===== config.mk =====
export PLATFORM = sky130hd
export DESIGN_NAME = cpuCore
export DESIGN_NICKNAME = d
export VERILOG_FILES = /design/src/source/cpuPkg.sv /design/src/source/register.sv /design/src/source/registerFile.sv /design/src/source/alu.sv /design/src/source/shiftCounter.sv /design/src/source/controlFsm.sv /design/src/source/cpuCore.sv
export SDC_FILE = /design/constraint.sdc
export NUM_CORES = 2
export LEC_CHECK = 0
export CORE_ASPECT_RATIO = 0.5
export CORE_MARGIN = 2
export CORE_UTILIZATION = 31
export CTS_CLUSTER_DIAMETER = 80
export DETAILED_ROUTE_END_ITERATION = 16
export DONT_BUFFER_PORTS = 1
export HOLD_SLACK_MARGIN = 0.15
export SLEW_MARGIN = 40
export SYNTH_ARGS = -nofsm -noshare
export SYNTH_HDL_FRONTEND = slang
export SYNTH_SLANG_ARGS = --single-unit

===== constraint.sdc =====
create_clock -name CLK -period 7.3 [get_ports CLK]
set_input_delay 0.365 -clock CLK [delete_from_list [all_inputs] [get_ports CLK]]
set_output_delay 0.365 -clock CLK [all_outputs]
set_load 0.005 [all_outputs]

===== src/source/cpuPkg.sv =====
package cpuPkg;

	// instruction opcodes, top nibble of the word.
	typedef enum logic [3:0]
	{
		ADD  = 4'h0, // rd = ra + rb.
		SUB  = 4'h1, // rd = ra - rb.
		AND  = 4'h2,
		OR   = 4'h3,
		XOR  = 4'h4,
		ADDI = 4'h5, // rd = rd + imm.
		LDI  = 4'h6, // rd = imm.
		LD   = 4'h7, // rd = mem[ra].
		ST   = 4'h8, // mem[ra] = rd.
		SHL  = 4'h9, // rd = ra << rb, one bit per cycle.
		SHR  = 4'ha,
		JZ   = 4'hb, // pc = imm when rd is zero.
		HALT = 4'hc
	} opcodeT;

	// one instruction word, two views of the operand bits.
	typedef union packed
	{
		struct packed
		{
			opcodeT opcode;
			logic [3:0] rd;
			logic [3:0] ra;
			logic [3:0] rb;
		} regForm;
		struct packed
		{
			opcodeT opcode;
			logic [3:0] rd;
			logic [7:0] imm; // zero extended.
		} immForm;
	} instrT;

	typedef enum logic [2:0]
	{
		opAdd, opSub, opAnd, opOr, opXor, opPassA, opShl, opShr
	} aluOpT;

	// register file steering, vectors are one bit per register.
	typedef struct packed
	{
		logic [15:0] loadAluB;  // active low.
		logic [15:0] loadMemB;  // active low.
		logic [15:0] loadPipeB; // active low.
		logic [15:0] incB;      // active low.
		logic [3:0] aluASel;
		logic [3:0] aluBSel;
		logic [3:0] memSel;     // store data source.
		logic [3:0] addrSel;    // bus address source.
		logic memEnB;           // low drives memData.
		logic aluBFromPipeB;    // low takes the constant onto alu b.
	} rfCtrlT;

	// wishbone classic master outputs.
	typedef struct packed
	{
		logic [15:0] adr;
		logic [15:0] dat;
		logic we;
		logic cyc;
		logic stb;
	} wbReqT;

	localparam logic [3:0] pcIndex = 4'd15; // r15 is the pc.

endpackage


===== src/source/register.sv =====
module register
#(
	parameter int bits = 16
)
(
	input  logic CLK,
	input  logic rst,
	input  logic [bits-1:0] inAlu,
	input  logic loadAluB,         // active low.
	input  logic [bits-1:0] inMem,
	input  logic loadMemB,         // active low.
	input  logic [bits-1:0] inPipe,
	input  logic loadPipeB,        // active low.
	input  logic incB,             // active low.
	output logic [bits-1:0] q
);

	// alu beats memory beats constant beats increment.
	always_ff @(posedge CLK)
	begin
		if (rst)
		begin
			q <= '0;
		end
		else if (!loadAluB)
		begin
			q <= inAlu;
		end
		else if (!loadMemB)
		begin
			q <= inMem; // load data.
		end
		else if (!loadPipeB)
		begin
			q <= inPipe; // immediate.
		end
		else if (!incB)
		begin
			q <= q + 1'b1; // pc step.
		end
	end

endmodule


===== src/source/registerFile.sv =====
module registerFile
#(
	parameter int regBits = 4,
	parameter int bits = 16
)
(
	input  logic CLK,
	input  logic rst,
	input  cpuPkg::rfCtrlT ctrl,
	input  logic [bits-1:0] inAlu,
	input  logic [bits-1:0] inMem,
	input  logic [bits-1:0] inPipe,
	output logic [bits-1:0] aluA,
	output logic [bits-1:0] aluB,
	output logic [bits-1:0] memData,
	output logic [bits-1:0] memAddr
);

	localparam int regCount = 2**regBits;

	logic [bits-1:0] regOut [regCount];
	logic [regBits-1:0] aSel;
	logic [regBits-1:0] bSel;
	logic [regBits-1:0] mSel;
	logic [regBits-1:0] adrSel;

	// selects sized to the file.
	assign aSel = ctrl.aluASel[regBits-1:0];
	assign bSel = ctrl.aluBSel[regBits-1:0];
	assign mSel = ctrl.memSel[regBits-1:0];
	assign adrSel = ctrl.addrSel[regBits-1:0];

	// read ports, all combinational.
	assign aluA = regOut[aSel];
	assign aluB = (ctrl.aluBFromPipeB == 1'b0) ? inPipe : regOut[bSel];
	assign memData = (ctrl.memEnB == 1'b0) ? regOut[mSel] : '0; // idle bus data is zero.
	assign memAddr = regOut[adrSel];

	genvar j;
	generate
		for (j = 0; j < regCount; j++)
		begin : genRegs
			register #(
				.bits(bits)
			) u_reg (
				.CLK(CLK),
				.rst(rst),
				.inAlu(inAlu),
				.loadAluB(ctrl.loadAluB[j]),
				.inMem(inMem),
				.loadMemB(ctrl.loadMemB[j]),
				.inPipe(inPipe),
				.loadPipeB(ctrl.loadPipeB[j]),
				.incB(ctrl.incB[j]),
				.q(regOut[j])
			);
		end
	endgenerate

endmodule


===== src/source/alu.sv =====
module alu
#(
	parameter int bits = 16
)
(
	input  cpuPkg::aluOpT op,
	input  logic [bits-1:0] a,
	input  logic [bits-1:0] b,
	output logic [bits-1:0] result,
	output logic zero
);
	import cpuPkg::*;

	always_comb
	begin
		case (op)
			opAdd:
			begin
				result = a + b; // carry dropped.
			end
			opSub:
			begin
				result = a - b;
			end
			opAnd:
			begin
				result = a & b;
			end
			opOr:
			begin
				result = a | b; // also the jump target path.
			end
			opXor:
			begin
				result = a ^ b;
			end
			opShl:
			begin
				result = {a[bits-2:0], 1'b0};
			end
			opShr:
			begin
				result = {1'b0, a[bits-1:1]};
			end
			default:
			begin
				result = a; // pass for shift copy.
			end
		endcase
	end

	// flag is on operand a, the tested register.
	assign zero = (a == '0);

endmodule


===== src/source/shiftCounter.sv =====
module shiftCounter
(
	input  logic CLK,
	input  logic rst,
	input  logic load,
	input  logic [3:0] count,
	input  logic step,
	output logic done
);

	logic [3:0] remaining; // shift steps left.

	always_ff @(posedge CLK)
	begin
		if (rst)
		begin
			remaining <= '0;
		end
		else if (load)
		begin
			remaining <= count;
		end
		else if (step && remaining != '0)
		begin
			remaining <= remaining - 1'b1; // stops at zero.
		end
	end

	// high whenever nothing is left to shift.
	assign done = (remaining == '0);

endmodule


===== src/source/controlFsm.sv =====
module controlFsm
#(
	parameter int regBits = 4,
	parameter int bits = 16
)
(
	input  logic CLK,
	input  logic rst,
	output cpuPkg::wbReqT wbReq,
	input  logic [bits-1:0] wbDatI,
	input  logic wbAck,
	input  logic [bits-1:0] memAddr,  // bus address from the file.
	input  logic [bits-1:0] memData,  // store data from the file.
	input  logic zero,
	input  logic shiftDone,
	output cpuPkg::rfCtrlT rfCtrl,
	output cpuPkg::aluOpT aluOp,
	output logic [bits-1:0] pipeData,
	output logic shiftLoad,
	output logic shiftStep,
	output logic halted
);
	import cpuPkg::*;

	typedef enum logic [2:0] {sFetch, sExecute, sMemory, sShiftCopy, sShift, sHalt} stateT;

	stateT state;
	instrT ir;      // current instruction.
	instrT fetched; // word on the bus.
	opcodeT opcode;
	logic busy;     // cyc and stb.
	logic ackSeen;
	logic [regBits-1:0] rd;
	logic [regBits-1:0] ra;
	logic [regBits-1:0] rb;

	// one cleared bit per register.
	function automatic logic [15:0] strobeB(input logic [regBits-1:0] idx);
		strobeB = ~(16'h0001 << idx);
	endfunction

	assign fetched = wbDatI;
	assign ackSeen = busy & wbAck;
	assign opcode = ir.regForm.opcode;
	assign rd = ir.regForm.rd[regBits-1:0]; // same bits in both forms.
	assign ra = ir.regForm.ra[regBits-1:0];
	assign rb = ir.regForm.rb[regBits-1:0];
	assign pipeData = {{(bits-8){1'b0}}, ir.immForm.imm};

	always_ff @(posedge CLK)
	begin
		if (rst)
		begin
			state <= sFetch;
			busy <= 1'b0;
		end
		else
		begin
			// strobes drop after ack, rise again one cycle later.
			if (busy)
				busy <= ~wbAck;
			else if (state == sFetch || state == sMemory)
				busy <= 1'b1;
			case (state)
				sFetch:
				begin
					if (ackSeen)
					begin
						// decoded straight off the bus.
						case (fetched.regForm.opcode)
							LD, ST: state <= sMemory;
							SHL, SHR: state <= sShiftCopy;
							default: state <= sExecute;
						endcase
					end
				end
				sExecute: state <= (opcode == HALT) ? sHalt : sFetch;
				sMemory: state <= ackSeen ? sFetch : sMemory;
				sShiftCopy: state <= sShift;
				sShift: state <= shiftDone ? sFetch : sShift;
				default: state <= sHalt; // stuck until reset.
			endcase
		end
	end

	always_ff @(posedge CLK)
	begin
		if (state == sFetch && ackSeen)
			ir <= fetched;
	end

	always_comb
	begin
		rfCtrl.loadAluB = '1;
		rfCtrl.loadMemB = '1;
		rfCtrl.loadPipeB = '1;
		rfCtrl.incB = '1;
		rfCtrl.aluASel = ra;
		rfCtrl.aluBSel = rb;
		rfCtrl.memSel = rd;
		rfCtrl.addrSel = pcIndex;
		rfCtrl.memEnB = 1'b1;
		rfCtrl.aluBFromPipeB = 1'b1;
		aluOp = opPassA;
		case (state)
			sFetch:
			begin
				if (ackSeen)
					rfCtrl.incB = strobeB(pcIndex); // pc past the fetched word.
			end
			sExecute:
			begin
				case (opcode)
					ADD, SUB, AND, OR, XOR:
					begin
						rfCtrl.loadAluB = strobeB(rd);
						case (opcode)
							SUB: aluOp = opSub;
							AND: aluOp = opAnd;
							OR: aluOp = opOr;
							XOR: aluOp = opXor;
							default: aluOp = opAdd;
						endcase
					end
					ADDI:
					begin
						rfCtrl.aluASel = rd;
						rfCtrl.aluBFromPipeB = 1'b0;
						rfCtrl.loadAluB = strobeB(rd);
						aluOp = opAdd;
					end
					LDI: rfCtrl.loadPipeB = strobeB(rd);
					JZ:
					begin
						// a is zero when taken, so or hands over the target.
						rfCtrl.aluASel = rd;
						rfCtrl.aluBFromPipeB = 1'b0;
						aluOp = opOr;
						if (zero)
							rfCtrl.loadAluB = strobeB(pcIndex);
					end
					default: aluOp = opPassA; // halt and spare codes.
				endcase
			end
			sMemory:
			begin
				rfCtrl.addrSel = ra;
				if (opcode == ST)
				begin
					rfCtrl.memEnB = 1'b0; // rd onto the bus.
				end
				else if (ackSeen)
					rfCtrl.loadMemB = strobeB(rd); // read data in the ack cycle.
			end
			sShiftCopy:
			begin
				rfCtrl.loadAluB = strobeB(rd); // rd takes ra unshifted.
			end
			sShift:
			begin
				rfCtrl.aluASel = rd;
				aluOp = (opcode == SHL) ? opShl : opShr;
				if (!shiftDone)
					rfCtrl.loadAluB = strobeB(rd);
			end
			default: aluOp = opPassA;
		endcase
	end

	assign wbReq.cyc = busy;
	assign wbReq.stb = busy;
	assign wbReq.we = (state == sMemory) && (opcode == ST); // write only for a store.
	assign wbReq.adr = memAddr;
	assign wbReq.dat = memData;
	assign shiftLoad = (state == sShiftCopy); // count is rb.
	assign shiftStep = (state == sShift) && !shiftDone;
	assign halted = (state == sHalt);

endmodule


===== src/source/cpuCore.sv =====
module cpuCore
#(
	parameter int regBits = 4,
	parameter int bits = 16
)
(
	input  logic CLK,
	input  logic rst,
	output cpuPkg::wbReqT wbReq,
	input  logic [bits-1:0] wbDatI,
	input  logic wbAck,
	output logic halted
);
	import cpuPkg::*;

	rfCtrlT rfCtrl;
	aluOpT aluOp;
	logic [bits-1:0] pipeData;  // zero extended immediate.
	logic [bits-1:0] aluA;
	logic [bits-1:0] aluB;
	logic [bits-1:0] aluResult;
	logic [bits-1:0] memData;
	logic [bits-1:0] memAddr;
	logic zero;
	logic shiftLoad;
	logic shiftStep;
	logic shiftDone;

	controlFsm #(
		.regBits(regBits),
		.bits(bits)
	) u_fsm (
		.CLK(CLK),
		.rst(rst),
		.wbReq(wbReq),
		.wbDatI(wbDatI),
		.wbAck(wbAck),
		.memAddr(memAddr),
		.memData(memData),
		.zero(zero),
		.shiftDone(shiftDone),
		.rfCtrl(rfCtrl),
		.aluOp(aluOp),
		.pipeData(pipeData),
		.shiftLoad(shiftLoad),
		.shiftStep(shiftStep),
		.halted(halted)
	);

	registerFile #(
		.regBits(regBits),
		.bits(bits)
	) u_regFile (
		.CLK(CLK),
		.rst(rst),
		.ctrl(rfCtrl),
		.inAlu(aluResult),
		.inMem(wbDatI),       // load data straight off the bus.
		.inPipe(pipeData),
		.aluA(aluA),
		.aluB(aluB),
		.memData(memData),
		.memAddr(memAddr)
	);

	alu #(
		.bits(bits)
	) u_alu (
		.op(aluOp),
		.a(aluA),
		.b(aluB),
		.result(aluResult),
		.zero(zero)
	);

	// low nibble of the constant is the rb field.
	shiftCounter u_shiftCounter (
		.CLK(CLK),
		.rst(rst),
		.load(shiftLoad),
		.count(pipeData[3:0]),
		.step(shiftStep),
		.done(shiftDone)
	);

endmodule


[Word level (Yosys, flattened, before mapping)]
Cells that the tools add are included.
Operators by class
  $add $sub $neg: 19
  $lt $le $gt $ge: 4
  equal/unequal tests: 42
  shifts and indexed selects: 1
  mux-type cells: 110
  bitwise gates (word level): 10
  reductions and logical operators: 18
Operator list (count)
  16-bit two-way mux: 83
  16-bit by 1-bit adder with 16-bit output (second input constant): 16
  16-bit binary-select mux with 4-bit select: 4
  16-bit one-hot mux with 7 select lines: 1
  4-bit != test (second input constant): 16
  16-bit one-hot mux with 3 select lines: 1
  16-bit one-hot mux with 2 select lines: 1
  4-bit == test (second input constant): 7
  5-bit greater-or-equal comparator (second input constant): 4
  4-bit NOT with 5-bit output: 4
  16-bit adder: 1
  16-bit AND: 1
  4-bit by 3-bit == test with 1-bit output (second input constant): 4
  16-bit zero test: 1
  16-bit NOT: 1
  16-bit bitwise OR: 1
  1-bit by 4-bit << shifter with 16-bit output (first input constant): 1
  16-bit subtractor: 1
  16-bit bitwise XOR: 1
  3-bit == test (second input constant): 5
  3-bit one-hot mux with 5 select lines: 1
  3-bit by 2-bit == test with 1-bit output (second input constant): 4
  4-bit two-way mux: 3
  3-bit one-hot mux with 4 select lines: 1
  other kinds (25): 41
Word-level totals
  bits in registers: 280
  input bits: 19
  output and inout bits: 36
  logic and storage cells: 224

[Longest topological paths before layout]
  depth in word-level cells: 13
  depth in mapped cells: 26
  gate-level depth less buffers: 21

[Modules after synthesis]
Synthesis repeated with hierarchy kept, for this count alone.
Unflattened totals
  cells, all modules: 4189
  area, all modules: 34489.3 µm²
By module, submodules not included
  register: instances 16, cells an instance 186, area an instance 1326.3 µm², seq. area each 320.3 µm²
  registerFile: instances 1, cells an instance 557, area an instance 8405.6 µm², seq. area each 0.0 µm²
  alu: instances 1, cells an instance 351, area an instance 2511.2 µm², seq. area each 0.0 µm²
  controlFsm: instances 1, cells an instance 276, area an instance 2089.5 µm², seq. area each 560.5 µm²
  shiftCounter: instances 1, cells an instance 29, area an instance 262.8 µm², seq. area each 80.1 µm²

[Worst setup path before layout]
No wires, ideal clock.
  path type: flip-flop to flip-flop
  start point: register u_fsm.ir[3] (netlist bit)
  end point: register u_regFile.genRegs[15].u_reg.q[15]
  library setup time: 0.086 ns
  data arrival time: 5.247 ns
  required time: 7.214 ns
  slack: 1.966 ns
  cell stages (with the launch flop): 23
  path buffers: 2
  period minus slack after synthesis: 5.334 ns
  cell sequence: edfxtp_1 > buf_1 > clkbuf_1 > mux4_2 > mux2i_1 > a211oi_1 > a21oi_1 > inv_1 > nor4_1 > nand3_1 > o21ai_0 > xnor2_1 > ha_1 > o21a_1 > nor2_1 > o31ai_1 > a311oi_1 > or4_1 > a21oi_1 > o21ai_0 > nor4b_1 > or2_1 > a221oi_2
On the way
  cells in the longest elaborated chain, start to end: 8
  elaborated cells on any way between the ends: 12
  classes of those cells: add/sub (2); mux (6); bitwise (4)
Ends and longest elaborated chain
  start, declared: line controlFsm.sv:28  | instrT ir;
  start signal, assigned: line controlFsm.sv:89  | ir <= fetched;
  4-bit NOT with 5-bit output (not written as such): line registerFile.sv:35  | assign aluB = (ctrl.aluBFromPipeB == 1'b0) ? inPipe : regOut[bSel];
  16-bit binary-select mux with 4-bit select: line registerFile.sv:35
  16-bit two-way mux (not written as such) (2 in a row): line registerFile.sv:35
  16-bit two-way mux *: line registerFile.sv:35
  16-bit subtractor, or another cell as far along: line alu.sv:23  | result = a - b;
  16-bit one-hot mux with 7 select lines *: line alu.sv:16  | case (op)
  16-bit two-way mux *: line register.sv:25  | else if (!loadAluB)
  end signal, assigned: line register.sv:27  | q <= inAlu;
  end signal, assigned: line register.sv:31  | q <= inMem;
  end signal, assigned: line register.sv:35  | q <= inPipe;
  end, declared: line register.sv:15  | output logic [bits-1:0] q
Mark *: on every way between the ends. The rest lies on a longest branch, timed or not. The select of a mux whose other input is x is not followed.
A chain may end at the register's enable or synchronous reset.

[Worst setup path in the final report]
  start point: register u_fsm.ir[13] (netlist bit)
  end point: register u_regFile.genRegs[15].u_reg.q[15]
On the way
  cells in the longest elaborated chain, start to end: 13
  elaborated cells on any way between the ends: 51
  classes of those cells: add/sub (2); eq/ne (16); mux (23); bitwise (4); reduce/logical (6)
Ends and longest elaborated chain
  branches (longest 13 deep; another with 16-bit subtractor)
  end signal, assigned: line register.sv:31
  end signal, assigned: line register.sv:35
  end signal, assigned: line register.sv:39  | q <= q + 1'b1;
Parallel ways; which one is timed is not known. The select of a mux whose other input is x is not followed.

==> metrics.csv <==
stage,metric,value,unit
logic_synthesis,synth-edff-count,16,
critical_path,worstSetupPathType,flop to flop,
logic_synthesis,synth_area_leaders,"dfxtp_1, mux4_2, mux2i_1, nor2_1, a221oi_1",
floorplanning,core,79500,um2
timing,tightest_slew,0.987,ns
clock_network,clk_pin_slew,0.06,ns
clock_network,cts_root_buffer,clkbuf_16,
floorplanning,die_x,405,um
final_layout,nNetsFinal,2900,
final_layout,syn2layout_area_growth,11.5,%
timing,slew_headroom,0.335,
timing,period_needed,7.00,ns
timing,hold_violations,0,
route,routedWlPerCell,35.8,um
grt,grt_pass1_vias,25500,
pwr,power_frac_comb,0.315,
final_layout,num-fill-cells,8176,
route,via_per_inst,7.17,
worst_hold_path,worstHoldPathType,input port to flop,
place,place_congestion,1.05,
logic_synthesis,yosysSeqAreaShare,0.232,
route,drt-pass1-iter-count,8,
logic_synthesis,synth_area_per_cell,8.47,um2
grt,grt-ovfl-total,0,
clock_network,cts_tree,done,
logic_synthesis,syn_inst,2937,
logic_synthesis,synth_most_common_cell,nor2_1,
floorplanning,num_rows,73,
place,port_buffers,0,
clock_network,cts_setup_buffers,0,
critical_path,worst-path-buf-inv,4,
logic_synthesis,synth_top_area_share,0.213,
critical_path,slowest_delay,0.84,ns
final_layout,final-seq-area,5770,um2
clock_network,clock_path_buffers,3,
floorplanning,die_y,204,um
timing,drv_slew,0,
final_layout,drive_gt1_frac,0.177,
route,ant_nets,0,
timing,setup_viol,0,
critical_path,crit_fanout,28,
pwr,p_int,3.33,mW
place,post-place-ws,0.581,ns
route,routed_wl,140,mm
pwr,p_seq_frac,0.332,
final_layout,design_area,27700,um2
clock_network,cts-buffers-inserted,35,
timing,holdWs,0.173,ns
grt,grt.total_usage,0.325,
pwr,p_sw_frac,0.383,
logic_synthesis,synth_top_cell_by_area,dfxtp_1,
critical_path,path_common_cell,buf_4,
logic_synthesis,yosys_most_used_dff,dfxtp_1,
grt,grt_pass1_wl,194,mm
pwr,max-vdd-ir-drop,0.000134,V
timing,max_clock_freq,143,MHz
logic_synthesis,yosys_warnings,0,
logic_synthesis,ys_seq_elements,280,
timing,worst_slack,0.299,ns
critical_path,worst_setup_path_start_kind,flop,
logic_synthesis,synth_area,24900,um2
grt,grt_max_degree,261,
pwr,leakagePower,9.55,nW
clock_network,cts.hold.buffers_added,20,
pwr,p_per_area,195,nW/um2
place,place_area,26200,um2
floorplanning,start_util,0.313,
route,vias,28100,
clock_network,cts.sinks,280,
timing,period_share,0.959,
route,drt_iter0_markers,5111,
timing,tns,0,ns
timing,grt_setup_unrepaired,false,
floorplanning,io_pins,55,
floorplanning,dieArea,82600,um2
route,drc,0,
clock_network,clock_latency,0.57,ns
critical_path,worstPathRequired,7.78,ns
job,drv_cap,0,
clock_network,cts-resized-gates,0,
critical_path,arrival,7.48,ns
pwr,switchingPower,2.07,mW
logic_synthesis,synth-async-reset-ratio,0,
clock_network,htree_levels,2,
grt,antenna_found_initial,5,
critical_path,crit_family,compound AO/OA/AOI/OAI gates,
logic_synthesis,syn_nets,3008,
status,status,completed,
place,dpl.hpwl,91.9,mm
critical_path,endpoint_kind,flop,
critical_path,crit_chain,nand4bb_2 > a21oi_4 > o21ai_1 > buf_4 > nand2_4 > a211oi_1 > o311ai_0 > buf_4 > nand2_1 > inv_1 > ha_1 > nor2b_1 > o21a_1 > o21ai_0 > a21oi_1 > a311oi_1 > o31ai_1 > and3b_1 > o21ai_0 > nor4b_2 > buf_4 > or2_1 > a221oi_2,
critical_path,cpMaxStageDelayCell,o311ai_0,
final_layout,multiInputGateArea,17800,um2
logic_synthesis,yosysUniqueCellTypes,107,
pwr,pwr-share-clk,0.352,
timing,fin_worst_skew,0.0209,ns
logic_synthesis,ys_top_cells_by_count,"nor2_1, dfxtp_1, nand2_1",
-- cells in the final DEF (no fill, tap or decap), types with 28 or more instances in the layout --
cell       synthesis  layout
inv_1             50      50
buf_4             10     152
clkbuf_16          0      37
nor2_1           385     340
a222oi_1          46      46
and3_1            45      45
nor3_1            84      73
nand2b_1          40      40
nor2_2             1      39
mux2i_1          179     178
dfxtp_1          264     264
a21oi_1          149     148
nand3_1           58      58
xnor2_1           34      34
mux4_2           147     147
o221ai_1          50      50
ha_1              51      51
nand2_1          249     247
a211oi_1          69      69
o211ai_1          28      28
a22oi_1          133     133
a221oi_1         119     119
o21ai_0           54      49
-- cell families (layout without fill, tap and decap cells) --
group                    after synthesis  after routing  share of synthesized area
XOR/XNOR                              41             41                     0.0144
flip-flops                           280            280                      0.232
AO/OA/AOI/OAI                        874            874                      0.267
multiplexers                         357            357                      0.220
buffers and inverters                378            295                     0.0641
AND/OR/NAND/NOR                      955            955                      0.176
adder cells (fa/ha/maj)               52             52                     0.0265
other                                  0              7                          0
-- through the flow --
step / total power, mW / utilization / cells
5_1_grt: 5.51 / 0.349 / 3907
6_report: 5.40 / 0.349 / 3911
3_3_place_gp: 3.33 / 0.329 / 3817
4_1_cts: 5.28 / 0.348 / 3899
2_1_floorplan: 2.79 / - / 2937
3_5_place_dp: 3.34 / 0.330 / 3817
-- power groups by stage --
stage                     sequential, mW  clock [mW]  combinational, mW
final                               1.80        1.90               1.70
after global routing                1.80        1.95               1.76
after CTS                           1.78        1.90               1.61
after detailed placement            1.81           0               1.53
after global placement              1.81           0               1.52
after floorplan                     1.74           0               1.05
-- flip-flops by register name (all words and copies together) (netlist names) --
name	count
u_fsm.busy	1
u_fsm.ir	16
u_fsm.state	3
u_regFile.genRegs.u_reg.q	256
u_shiftCounter.remaining	4
-- final cells by class --
| type | count | share of cell area |
|---|---|---|
| Inverter | 53 | 0.00717 |
| Tap cell | 1050 | 0.0474 |
| Multi-Input combinational cell | 2279 | 0.642 |
| Antenna cell | 7 | 0.000632 |
| Timing Repair Buffer | 180 | 0.0520 |
| Clock inverter | 8 | 0.00433 |
| Clock buffer | 54 | 0.0389 |
| Sequential cell | 280 | 0.208 |
-- worst paths after layout --
kind	cells past startpoint	from	to	slack [ns]
worst max register to register	23	u_fsm.ir[13]$_DFFE_PP_	u_regFile.genRegs[15].u_reg.q[15]$_SDFFE_PP0P_	0.30
worst min register to register	2	u_shiftCounter.remaining[2]$_SDFFE_PP0P_	u_shiftCounter.remaining[2]$_SDFFE_PP0P_	0.52
worst min-delay path	4	wbDatI[15]	u_fsm.state[1]$_SDFFE_PP0P_	0.17
worst max-delay path	23	u_fsm.ir[13]$_DFFE_PP_	u_regFile.genRegs[15].u_reg.q[15]$_SDFFE_PP0P_	0.30
-- worst register-to-register path, cell delays in order (launching register included) --
cell and delay (ns):
edfxtp_1 0.59, nand4bb_2 0.46, a21oi_4 0.53, o21ai_1 0.14
buf_4 0.23, nand2_4 0.45, a211oi_1 0.16, o311ai_0 0.84
buf_4 0.24, nand2_1 0.16, inv_1 0.19, ha_1 0.24
nor2b_1 0.13, o21a_1 0.17, o21ai_0 0.22, a21oi_1 0.20
a311oi_1 0.51, o31ai_1 0.19, and3b_1 0.24, o21ai_0 0.07
nor4b_2 0.17, buf_4 0.20, or2_1 0.31, a221oi_2 0.29
-- routing by layer --
layer,global-route usage,routed length [um],up-vias
met5,0.0117,273,-
met4,0.180,9010,6
met3,0.179,26100,514
met2,0.426,52500,2567
met1,0.414,52000,13800
li1,-,-,11200
Power figures use the tool's default switching activity.
